--- src/cpu_consts.svh ---
/* data and address widths, interrupt and reset vector addresses,
   status register bit positions */
`ifndef CPU_CONSTS_SVH
`define CPU_CONSTS_SVH

// bus widths
`define CPU_DATA_W 8
`define CPU_ADDR_W 16

// low byte of each vector, high byte sits at the next address
`define CPU_NMI_VEC 16'hFFFA
`define CPU_RES_VEC 16'hFFFC
`define CPU_IRQ_VEC 16'hFFFE

// status register layout
// bits 3 and 4 read as zero, bit 5 reads as one
`define FLAG_C 0
`define FLAG_Z 1
`define FLAG_I 2
`define FLAG_V 6
`define FLAG_N 7

`endif
--- src/cpuPkg.sv ---
/* opcode, ALU operation, sequencer state
   and vector select enums */
`default_nettype none
`include "cpu_consts.svh"

package cpuPkg;

  // real 6502 encodings of the opcodes the core knows
  typedef enum logic [`CPU_DATA_W-1:0] {
    opLdaImm = 8'hA9,
    opAdcImm = 8'h69,
    opAndImm = 8'h29,
    opOraImm = 8'h09,
    opEorImm = 8'h49,
    opSec    = 8'h38,
    opClc    = 8'h18,
    opSei    = 8'h78,
    opCli    = 8'h58,
    opNop    = 8'hEA,
    opJmpAbs = 8'h4C
  } opcode_t;

  typedef enum logic [2:0] {
    aluPass,
    aluAdd,
    aluAnd,
    aluOr,
    aluEor
  } aluOp_t;

  // one state per bus cycle
  typedef enum logic [2:0] {
    stVecLo,
    stVecHi,
    stFetch,
    stOperand,
    stAbsHi
  } seqState_t;

  // which interrupt source a request stands for
  typedef enum logic {
    vecNmi,
    vecIrq
  } vecSel_t;

endpackage

`default_nettype wire

--- src/cpuTop.sv ---
/* top level of the core, joins the ALU,
   the interrupt controller and the sequencer */
`default_nettype none
`include "cpu_consts.svh"

module cpuTop (
  input  wire                   fastClk,
  input  wire                   rst,
  input  wire                   irqN,
  input  wire                   nmiN,
  input  wire [`CPU_DATA_W-1:0] dataIn,
  output wire [`CPU_ADDR_W-1:0] addr,
  output wire                   sync,
  output wire [`CPU_DATA_W-1:0] accum,
  output wire [`CPU_DATA_W-1:0] status
);

  // sequencer to ALU and back
  wire [`CPU_DATA_W-1:0] aluA;
  wire [`CPU_DATA_W-1:0] aluB;
  wire                   carryIn;
  wire cpuPkg::aluOp_t   aluOp;
  wire [`CPU_DATA_W-1:0] aluResult;
  wire                   resN;
  wire                   resZ;
  wire                   resC;
  wire                   resV;

  // interrupt handshake
  wire                   intReq;
  wire cpuPkg::vecSel_t  vecSel;
  wire                   intAck;
  wire                   iFlag;

  aluUnit alu (
    .aluA      (aluA),
    .aluB      (aluB),
    .carryIn   (carryIn),
    .aluOp     (aluOp),
    .aluResult (aluResult),
    .resN      (resN),
    .resZ      (resZ),
    .resC      (resC),
    .resV      (resV)
  );

  interruptControl intCtrl (
    .fastClk (fastClk),
    .rst     (rst),
    .irqN    (irqN),
    .nmiN    (nmiN),
    .iFlag   (iFlag),
    .intAck  (intAck),
    .intReq  (intReq),
    .vecSel  (vecSel)
  );

  cpuSequencer seq (
    .fastClk   (fastClk),
    .rst       (rst),
    .dataIn    (dataIn),
    .intReq    (intReq),
    .vecSel    (vecSel),
    .aluResult (aluResult),
    .resN      (resN),
    .resZ      (resZ),
    .resC      (resC),
    .resV      (resV),
    .addr      (addr),
    .sync      (sync),
    .accum     (accum),
    .status    (status),
    .aluA      (aluA),
    .aluB      (aluB),
    .carryIn   (carryIn),
    .aluOp     (aluOp),
    .intAck    (intAck),
    .iFlag     (iFlag)
  );

endmodule

`default_nettype wire

--- src/cpuSequencer.sv ---
/* program counter, instruction register, accumulator, status flags,
   opcode decode and the cycle state machine */
`default_nettype none
`include "cpu_consts.svh"

module cpuSequencer (
  input  wire                    fastClk,
  input  wire                    rst,
  input  wire [`CPU_DATA_W-1:0]  dataIn,
  input  wire                    intReq,
  input  wire cpuPkg::vecSel_t   vecSel,
  input  wire [`CPU_DATA_W-1:0]  aluResult,
  input  wire                    resN,
  input  wire                    resZ,
  input  wire                    resC,
  input  wire                    resV,
  output logic [`CPU_ADDR_W-1:0] addr,
  output logic                   sync,
  output logic [`CPU_DATA_W-1:0] accum,
  output logic [`CPU_DATA_W-1:0] status,
  output logic [`CPU_DATA_W-1:0] aluA,
  output logic [`CPU_DATA_W-1:0] aluB,
  output logic                   carryIn,
  output cpuPkg::aluOp_t         aluOp,
  output logic                   intAck,
  output logic                   iFlag
);

  cpuPkg::seqState_t     state;
  cpuPkg::seqState_t     nextState;
  cpuPkg::opcode_t       ir;
  logic [`CPU_ADDR_W-1:0] pc;
  // low address byte of JMP, held for its third cycle
  logic [`CPU_DATA_W-1:0] operandLo;
  // vector being fetched, reset vector after rst
  logic [`CPU_ADDR_W-1:0] vecAddr;
  logic                   intTaken;

  logic flagC;
  logic flagZ;
  logic flagI;
  logic flagV;
  logic flagN;

  // decode of the current instruction
  logic loadAcc;
  logic setC;
  logic clrC;
  logic setI;
  logic clrI;
  logic isJmp;
  logic lastCycle;

  always_comb begin
    aluOp   = cpuPkg::aluPass;
    loadAcc = 1'b0;
    setC    = 1'b0;
    clrC    = 1'b0;
    setI    = 1'b0;
    clrI    = 1'b0;
    isJmp   = 1'b0;
    // NOP and unknown opcodes fall through with no effect
    case (ir)
      cpuPkg::opLdaImm: loadAcc = 1'b1;
      cpuPkg::opAdcImm: begin
        aluOp   = cpuPkg::aluAdd;
        loadAcc = 1'b1;
      end
      cpuPkg::opAndImm: begin
        aluOp   = cpuPkg::aluAnd;
        loadAcc = 1'b1;
      end
      cpuPkg::opOraImm: begin
        aluOp   = cpuPkg::aluOr;
        loadAcc = 1'b1;
      end
      cpuPkg::opEorImm: begin
        aluOp   = cpuPkg::aluEor;
        loadAcc = 1'b1;
      end
      cpuPkg::opSec:    setC = 1'b1;
      cpuPkg::opClc:    clrC = 1'b1;
      cpuPkg::opSei:    setI = 1'b1;
      cpuPkg::opCli:    clrI = 1'b1;
      cpuPkg::opJmpAbs: isJmp = 1'b1;
      default:          loadAcc = 1'b0;
    endcase
  end

  // instruction boundary, where interrupts get their chance
  assign lastCycle = ((state == cpuPkg::stOperand) && !isJmp) || (state == cpuPkg::stAbsHi);

  always_comb begin
    case (state)
      cpuPkg::stVecLo:   nextState = cpuPkg::stVecHi;
      cpuPkg::stVecHi:   nextState = cpuPkg::stFetch;
      cpuPkg::stFetch:   nextState = cpuPkg::stOperand;
      cpuPkg::stOperand: nextState = isJmp ? cpuPkg::stAbsHi : cpuPkg::stFetch;
      cpuPkg::stAbsHi:   nextState = cpuPkg::stFetch;
      default:           nextState = cpuPkg::stVecLo;
    endcase
    if (lastCycle && intReq) begin
      nextState = cpuPkg::stVecLo;
    end
  end

  always_comb begin
    case (state)
      cpuPkg::stVecLo: addr = vecAddr;
      cpuPkg::stVecHi: addr = vecAddr + 1'b1;
      default:         addr = pc;
    endcase
  end

  assign sync    = (state == cpuPkg::stFetch);
  assign intAck  = (state == cpuPkg::stVecLo) && intTaken;
  assign aluA    = accum;
  // operand comes straight off the bus in stOperand
  assign aluB    = dataIn;
  assign carryIn = flagC;
  assign iFlag   = flagI;

  always_comb begin
    status          = '0;
    // unused bit 5 always reads as one
    status[5]       = 1'b1;
    status[`FLAG_C] = flagC;
    status[`FLAG_Z] = flagZ;
    status[`FLAG_I] = flagI;
    status[`FLAG_V] = flagV;
    status[`FLAG_N] = flagN;
  end

  always_ff @(posedge fastClk) begin
    if (rst) begin
      state    <= cpuPkg::stVecLo;
      ir       <= cpuPkg::opNop;
      vecAddr  <= `CPU_RES_VEC;
      intTaken <= 1'b0;
      accum    <= '0;
      flagC    <= 1'b0;
      flagZ    <= 1'b0;
      flagI    <= 1'b1;
      flagV    <= 1'b0;
      flagN    <= 1'b0;
    end else begin
      state <= nextState;
      if (state == cpuPkg::stVecLo) begin
        flagI    <= 1'b1;
        intTaken <= 1'b0;
      end
      if (state == cpuPkg::stFetch) begin
        ir <= cpuPkg::opcode_t'(dataIn);
      end
      if (state == cpuPkg::stOperand) begin
        if (loadAcc) begin
          accum <= aluResult;
          flagN <= resN;
          flagZ <= resZ;
        end
        // C and V only move on add
        if (aluOp == cpuPkg::aluAdd) begin
          flagC <= resC;
          flagV <= resV;
        end
        if (setC) flagC <= 1'b1;
        if (clrC) flagC <= 1'b0;
        if (setI) flagI <= 1'b1;
        if (clrI) flagI <= 1'b0;
      end
      if (lastCycle && intReq) begin
        vecAddr  <= (vecSel == cpuPkg::vecNmi) ? `CPU_NMI_VEC : `CPU_IRQ_VEC;
        intTaken <= 1'b1;
      end
    end
  end

  always_ff @(posedge fastClk) begin
    case (state)
      cpuPkg::stVecLo: pc[`CPU_DATA_W-1:0] <= dataIn;
      cpuPkg::stVecHi: pc[`CPU_ADDR_W-1:`CPU_DATA_W] <= dataIn;
      cpuPkg::stFetch: pc <= pc + 1'b1;
      cpuPkg::stOperand: begin
        operandLo <= dataIn;
        pc        <= pc + 1'b1;
      end
      cpuPkg::stAbsHi: pc <= {dataIn, operandLo};
      default:         pc <= pc;
    endcase
  end

  // fetch only follows a vector high byte or the end of an instruction
  syncInFetch: assert property (@(posedge fastClk) disable iff (rst)
    sync |-> $past((state == cpuPkg::stVecHi) || lastCycle))
    else $error("cpuSequencer: sync outside of the fetch cycle");

  vecLoToHi: assert property (@(posedge fastClk) disable iff (rst)
    (state == cpuPkg::stVecLo) |=> (state == cpuPkg::stVecHi))
    else $error("cpuSequencer: vector low fetch not followed by high fetch");

endmodule

`default_nettype wire

--- src/interruptControl.sv ---
/* IRQ and NMI input registers, NMI falling edge latch,
   IRQ masking and request and vector select outputs */
`default_nettype none
`include "cpu_consts.svh"

module interruptControl (
  input  wire              fastClk,
  input  wire              rst,
  input  wire              irqN,
  input  wire              nmiN,
  input  wire              iFlag,
  input  wire              intAck,
  output logic             intReq,
  output cpuPkg::vecSel_t  vecSel
);

  // pins sampled once on fastClk
  logic irqSync;
  logic nmiSync;
  // last cycle's nmi level for the edge detect
  logic nmiPrev;
  logic nmiFall;
  logic nmiLatch;
  // latch value in the cycle the sequencer took its decision
  logic nmiArmed;

  always_ff @(posedge fastClk) begin
    if (rst) begin
      irqSync <= 1'b1;
      nmiSync <= 1'b1;
      nmiPrev <= 1'b1;
    end else begin
      irqSync <= irqN;
      nmiSync <= nmiN;
      nmiPrev <= nmiSync;
    end
  end

  assign nmiFall = nmiPrev & ~nmiSync;

  always_ff @(posedge fastClk) begin
    if (rst) begin
      nmiLatch <= 1'b0;
      nmiArmed <= 1'b0;
    end else begin
      nmiArmed <= nmiLatch;
      // a fresh edge beats the acknowledge of an older one
      if (nmiFall) begin
        nmiLatch <= 1'b1;
      end else if (intAck && nmiArmed) begin
        nmiLatch <= 1'b0;
      end
    end
  end

  // NMI first, IRQ only while unmasked
  assign intReq = nmiLatch | (~irqSync & ~iFlag);
  assign vecSel = nmiLatch ? cpuPkg::vecNmi : cpuPkg::vecIrq;

  ackNeedsReq: assert property (@(posedge fastClk) disable iff (rst)
    intAck |-> intReq)
    else $error("interruptControl: intAck without a pending request");

  nmiEdgeLatched: assert property (@(posedge fastClk) disable iff (rst)
    $fell(nmiSync) |=> nmiLatch)
    else $error("interruptControl: NMI edge was not latched");

endmodule

`default_nettype wire

--- src/aluUnit.sv ---
/* combinational ALU with pass, add with carry, AND, OR and EOR
   and N, Z, C, V results */
`default_nettype none
`include "cpu_consts.svh"

module aluUnit (
  input  wire [`CPU_DATA_W-1:0]  aluA,
  input  wire [`CPU_DATA_W-1:0]  aluB,
  input  wire                    carryIn,
  input  wire cpuPkg::aluOp_t    aluOp,
  output logic [`CPU_DATA_W-1:0] aluResult,
  output logic                   resN,
  output logic                   resZ,
  output logic                   resC,
  output logic                   resV
);

  // one extra bit so the carry out lands on top
  logic [`CPU_DATA_W:0] sum;
  logic                 signA;
  logic                 signB;
  logic                 signSum;

  assign sum = {1'b0, aluA} + {1'b0, aluB} + {{`CPU_DATA_W{1'b0}}, carryIn};

  assign signA   = aluA[`CPU_DATA_W-1];
  assign signB   = aluB[`CPU_DATA_W-1];
  assign signSum = sum[`CPU_DATA_W-1];

  always_comb begin
    // carry passes through and V stays low unless adding
    aluResult = aluB;
    resC      = carryIn;
    resV      = 1'b0;
    case (aluOp)
      cpuPkg::aluPass: begin
        aluResult = aluB;
      end
      cpuPkg::aluAdd: begin
        aluResult = sum[`CPU_DATA_W-1:0];
        resC      = sum[`CPU_DATA_W];
        // overflow when like-signed inputs give a result of the other sign
        resV      = (signA ~^ signB) & (signA ^ signSum);
      end
      cpuPkg::aluAnd: begin
        aluResult = aluA & aluB;
      end
      cpuPkg::aluOr: begin
        aluResult = aluA | aluB;
      end
      cpuPkg::aluEor: begin
        aluResult = aluA ^ aluB;
      end
      default: begin
        aluResult = aluB;
      end
    endcase
  end

  // N and Z follow the result for every operation
  assign resN = aluResult[`CPU_DATA_W-1];
  assign resZ = (aluResult == '0);

  always_comb begin
    assert #0 (!$isunknown(aluOp))
      else $error("aluUnit: aluOp is not a known value");
  end

endmodule

`default_nettype wire

--- config.mk ---
export PLATFORM = sky130hd
export DESIGN_NAME = cpuTop
export DESIGN_NICKNAME = d
export VERILOG_FILES = /design/src/cpuPkg.sv /design/src/cpuTop.sv /design/src/cpuSequencer.sv /design/src/interruptControl.sv /design/src/aluUnit.sv
export VERILOG_INCLUDE_DIRS = /design/src
export SDC_FILE = /design/constraint.sdc
export NUM_CORES = 1
export LEC_CHECK = 0
export ABC_AREA = 1
export BUFFER_PORTS_ARGS = -buffer_cell sky130_fd_sc_hd__buf_2
export CORE_ASPECT_RATIO = 0.6
export CORE_MARGIN = 10
export CORE_UTILIZATION = 64
export CTS_CLUSTER_SIZE = 25
export DETAILED_ROUTE_END_ITERATION = 8
export GPL_ROUTABILITY_DRIVEN = 1
export PLACE_DENSITY = 0.87
export SYNTH_ARGS = -nofsm -noshare
export SYNTH_HDL_FRONTEND = slang
export SYNTH_HIERARCHICAL = 1
export SYNTH_SLANG_ARGS = --single-unit
--- constraint.sdc ---
create_clock -name fastClk -period 6 [get_ports fastClk]
set_input_delay 1.2 -clock fastClk [delete_from_list [all_inputs] [get_ports fastClk]]
set_output_delay 1.2 -clock fastClk [all_outputs]
set_load 0.02 [all_outputs]
==> flow_metrics.env <==
export IMPL_buffer_ports_inserted=41
export IMPL_total_power_density_per_cell_area_nw_per_um2=210
export IMPL_synth_warning_count=6
export IMPL_switching_portion_of_total_power_pct=34.6
export IMPL_critPathCaptureType="output port"
export IMPL_layoutNonFillerInstCount=704
export IMPL_routedWlPerCell_um=15.3
export IMPL_max_vdd_ir_drop_v=0.000136
export IMPL_grt_first_pass_wirelength_um=17500
export IMPL_cts_root_buf="sky130_fd_sc_hd__clkbuf_8"
export IMPL_drive_gt1_share_pct=11.6
export IMPL_setup_reg_to_reg_worst_slack_ns=2.83
export IMPL_yosys_register_bits=56
export IMPL_clock_skew_ns=0.0126
export IMPL_sequentialPowerShare_pct=52.1
export IMPL_tightest_slew_ns=0.949
export IMPL_drtAntennaViolNets=0
export IMPL_die_w_um=123
export IMPL_synth_area_um2=4070
export IMPL_viasPerCell=5.63
export IMPL_cts_max_path_buffers=2
export IMPL_place_ws_ns=2.65
export IMPL_timing_critical_path_from="seq/state[1]"
export IMPL_grt_antenna_before_repair=0
export IMPL_cts_setup_buffers=0
export IMPL_inst_count_dp=696
export IMPL_finalNetCount=650
export IMPL_comb_power_share_pct=23.0
export IMPL_slew_viol_final=0
export IMPL_tns_ns=0
export IMPL_drt_pre_antenna_iters=6
export IMPL_syn_instance_count=606
export IMPL_worstHoldStart="intCtrl/nmiPrev"
export IMPL_leakage_nw=2.10
export IMPL_final_hold_slack_ns=0.460
export IMPL_fin_ws_ns=2.74
export IMPL_required_worst_endpoint_ns=4.80
export IMPL_tritoncts="yes"
export IMPL_report_final_hold_viol_count=0
export IMPL_worst_r2r_startpoint="seq/ir[3]"
export IMPL_cts_made_buffers=5
export IMPL_syn2layout_area_growth_pct=3.66
export IMPL_fmaxAchievable_mhz=307
export IMPL_routabilityCongestion=1.01
export IMPL_initial_util_pct=66.2
export IMPL_clock_sinks=56
export IMPL_boundaryPins=45
export IMPL_relSlewSlack_pct=36.1
export IMPL_power_switching_mw=0.306
export IMPL_fp_dieArea_um2=10000
export IMPL_post_synth_num_cell_types=38
export IMPL_placementRows=22
export IMPL_grt_pass1_vias=3472
export IMPL_die_height_um=81.7
export IMPL_clock_network_latency_to_the_later_pin_of_the_worst_skew_pair_ns=0.32
export IMPL_core_area_um2=6140
export IMPL_route_detailed_drc=0
export IMPL_gr_total_overflow=0
export IMPL_run_status="finished, final reports clean"
export IMPL_rsz0062_at_grt="no"
export IMPL_routed_via_count=3967
export IMPL_part_of_the_yosys_area_used_for_sequential_elements_pct=33.5
export IMPL_finish_utilization_pct=68.7
export IMPL_clockPowerShare_pct=24.9
export IMPL_maximum_number_of_pins_on_one_net_before_global_route_repair=33
export IMPL_diodes=0
export IMPL_max_cap_violations=0
export IMPL_totalWireLength_um=10800
export IMPL_ctsHtreeMaxLevel=2
export IMPL_post_cts_resized_instances=0
export IMPL_cts_hold_fix_buffers=0
export IMPL_critical_path_class="reg -> out"
export IMPL_min_period_ns=3.26
export IMPL_crit_fanout=15
export IMPL_syn_area_per_cell_um2=6.71
export IMPL_worst_ep_arrival_time_ns=2.06
export IMPL_final_setup_viol_count=0
export IMPL_holdCritPathClass="reg -> reg"
export IMPL_intPower_mw=0.578
export IMPL_clk_pin_slew_ns=0.11
export IMPL_setup_worst_path_start_class="register"
export IMPL_global_route_usage_total_pct=22.0
export IMPL_place_hpwl_um=8460
export IMPL_final_min_period_over_clock_period_pct=54.3
export IMPL_number_of_drc_violations_after_detailed_routing_iteration_0=555
layout by cell type, fill, tap and decap left out, types with 2 or more instances in the layout:
| master | netlist | layout |
|---|---|---|
| sky130_fd_sc_hd__edfxtp_1 | 24 | 24 |
| sky130_fd_sc_hd__a22oi_1 | 5 | 5 |
| sky130_fd_sc_hd__or2_1 | 3 | 3 |
| sky130_fd_sc_hd__o21ai_0 | 20 | 20 |
| sky130_fd_sc_hd__a31oi_1 | 2 | 2 |
| sky130_fd_sc_hd__conb_1 | 2 | 3 |
| sky130_fd_sc_hd__nor2_1 | 54 | 54 |
| sky130_fd_sc_hd__inv_2 | 5 | 5 |
| sky130_fd_sc_hd__clkbuf_8 | 0 | 5 |
| sky130_fd_sc_hd__nand2_1 | 164 | 164 |
| sky130_fd_sc_hd__inv_1 | 100 | 100 |
| sky130_fd_sc_hd__o22ai_1 | 5 | 5 |
| sky130_fd_sc_hd__dfxtp_1 | 32 | 32 |
| sky130_fd_sc_hd__nand2_4 | 3 | 3 |
| sky130_fd_sc_hd__nor2_2 | 4 | 4 |
| sky130_fd_sc_hd__nand4_1 | 11 | 11 |
| sky130_fd_sc_hd__fa_1 | 2 | 2 |
| sky130_fd_sc_hd__ha_1 | 17 | 17 |
| sky130_fd_sc_hd__buf_2 | 5 | 41 |
| sky130_fd_sc_hd__clkinv_1 | 2 | 2 |
| sky130_fd_sc_hd__or2_2 | 2 | 2 |
| sky130_fd_sc_hd__a21oi_1 | 23 | 23 |
| sky130_fd_sc_hd__nand3_1 | 65 | 65 |
| sky130_fd_sc_hd__inv_4 | 2 | 2 |
| sky130_fd_sc_hd__o21ai_1 | 3 | 3 |
| sky130_fd_sc_hd__o211ai_1 | 5 | 5 |
| sky130_fd_sc_hd__nor3_1 | 5 | 5 |
| sky130_fd_sc_hd__nand2_2 | 3 | 3 |
path summary, 6_finish.rpt:
kind,end,cells past startpoint
setup / recovery,addr[2],7
hold reg to reg,intCtrl/nmiLatch,2
hold / removal,intCtrl/nmiLatch,2
setup reg to reg,seq/flagZ,17
registers in the layout (all words and copies together) (netlist names), 2 cells and up:
| name | cells |
|---|---|
| seq/pc | 16 |
| seq/accum | 8 |
| seq/ir | 8 |
| seq/operandLo | 8 |
| seq/state | 3 |
| seq/vecAddr | 2 |
cell families after synthesis:
| family | synth area share [%] |
|---|---|
| and+or+nand+nor | 34.5 |
| buffers and inverters | 16.6 |
| AOI/OAI and AO/OA | 8.98 |
| DFF | 33.5 |
| adders and majority gates | 6.22 |
| other | 0.185 |
layout make-up:
cell class                      instances  area [um^2]
Fill cell                             563         1920
Multi-Input combinational cell        406         2030
Timing Repair Buffer                   41          205
Sequential cell                        56         1360
Tap cell                               84          105
Inverter                              109          414
Clock buffer                            5         68.8
Clock inverter                          3         27.5
layer usage:
metal	vias to the layer above	GRT usage, %	wire, um
met5	-	0	0
met3	19	6.03	1520
li1	1921	-	-
met1	1761	33.6	5050
met4	0	5.39	139
met2	266	29.1	4080
worst max-delay path, stage by stage (launching register included):
cell and delay, ns:
sky130_fd_sc_hd__dfxtp_1 0.47, sky130_fd_sc_hd__inv_1 0.12, sky130_fd_sc_hd__nand3_1 0.20, sky130_fd_sc_hd__nand2_1 0.14, sky130_fd_sc_hd__inv_1 0.37, sky130_fd_sc_hd__nand2_1 0.19, sky130_fd_sc_hd__nand2_1 0.09, sky130_fd_sc_hd__buf_2 0.16
synth_stat cells:
| library cell | n | area share, % |
|---|---|---|
| sky130_fd_sc_hd__a21boi_0 | 1 | 0.18 |
| sky130_fd_sc_hd__a21oi_1 | 23 | 2.8 |
| sky130_fd_sc_hd__a22oi_1 | 5 | 0.92 |
| sky130_fd_sc_hd__a2bb2oi_1 | 1 | 0.22 |
| sky130_fd_sc_hd__a31oi_1 | 2 | 0.31 |
| sky130_fd_sc_hd__buf_1 | 1 | 0.092 |
| sky130_fd_sc_hd__buf_2 | 5 | 0.62 |
| sky130_fd_sc_hd__buf_4 | 26 | 4.8 |
| sky130_fd_sc_hd__buf_6 | 3 | 0.83 |
| sky130_fd_sc_hd__clkbuf_1 | 1 | 0.092 |
| sky130_fd_sc_hd__clkinv_1 | 2 | 0.18 |
| sky130_fd_sc_hd__conb_1 | 2 | 0.18 |
| sky130_fd_sc_hd__dfxtp_1 | 32 | 16 |
| sky130_fd_sc_hd__edfxtp_1 | 24 | 18 |
| sky130_fd_sc_hd__fa_1 | 2 | 0.98 |
| sky130_fd_sc_hd__ha_1 | 17 | 5.2 |
| sky130_fd_sc_hd__inv_1 | 100 | 9.2 |
| sky130_fd_sc_hd__inv_2 | 5 | 0.46 |
| sky130_fd_sc_hd__inv_4 | 2 | 0.31 |
| sky130_fd_sc_hd__nand2_1 | 164 | 15 |
| sky130_fd_sc_hd__nand2_2 | 3 | 0.46 |
| sky130_fd_sc_hd__nand2_4 | 3 | 0.83 |
| sky130_fd_sc_hd__nand3_1 | 65 | 8.0 |
| sky130_fd_sc_hd__nand3_2 | 1 | 0.25 |
| sky130_fd_sc_hd__nand3b_1 | 1 | 0.18 |
| sky130_fd_sc_hd__nand4_1 | 11 | 1.7 |
| sky130_fd_sc_hd__nand4_2 | 1 | 0.31 |
| sky130_fd_sc_hd__nor2_1 | 54 | 5.0 |
| sky130_fd_sc_hd__nor2_2 | 4 | 0.62 |
| sky130_fd_sc_hd__nor2_4 | 1 | 0.28 |
| sky130_fd_sc_hd__nor3_1 | 5 | 0.62 |
| sky130_fd_sc_hd__nor3_4 | 1 | 0.40 |
| sky130_fd_sc_hd__o211ai_1 | 5 | 0.92 |
| sky130_fd_sc_hd__o21ai_0 | 20 | 2.5 |
| sky130_fd_sc_hd__o21ai_1 | 3 | 0.37 |
| sky130_fd_sc_hd__o22ai_1 | 5 | 0.77 |
| sky130_fd_sc_hd__or2_1 | 3 | 0.46 |
| sky130_fd_sc_hd__or2_2 | 2 | 0.31 |
power by group through the flow:
stage | Combinational [mW] | Clock, mW | Sequential [mW]
3_3_place_gp | 0.192 | 0 | 0.466
4_1_cts | 0.198 | 0.224 | 0.459
3_5_place_dp | 0.197 | 0 | 0.468
6_report | 0.203 | 0.220 | 0.461
2_1_floorplan | 0.149 | 0 | 0.461
5_1_grt | 0.230 | 0.240 | 0.464
metrics by stage:
step / power (mW) / instance area, um^2
final: 0.884 / 4220
after detailed placement: 0.665 / 4120
after global routing: 0.933 / 4220
after floorplan: 0.609 / 4070
after global placement: 0.658 / 4120
after CTS: 0.882 / 4220
Note: power is estimated with default switching activity, not from simulation.
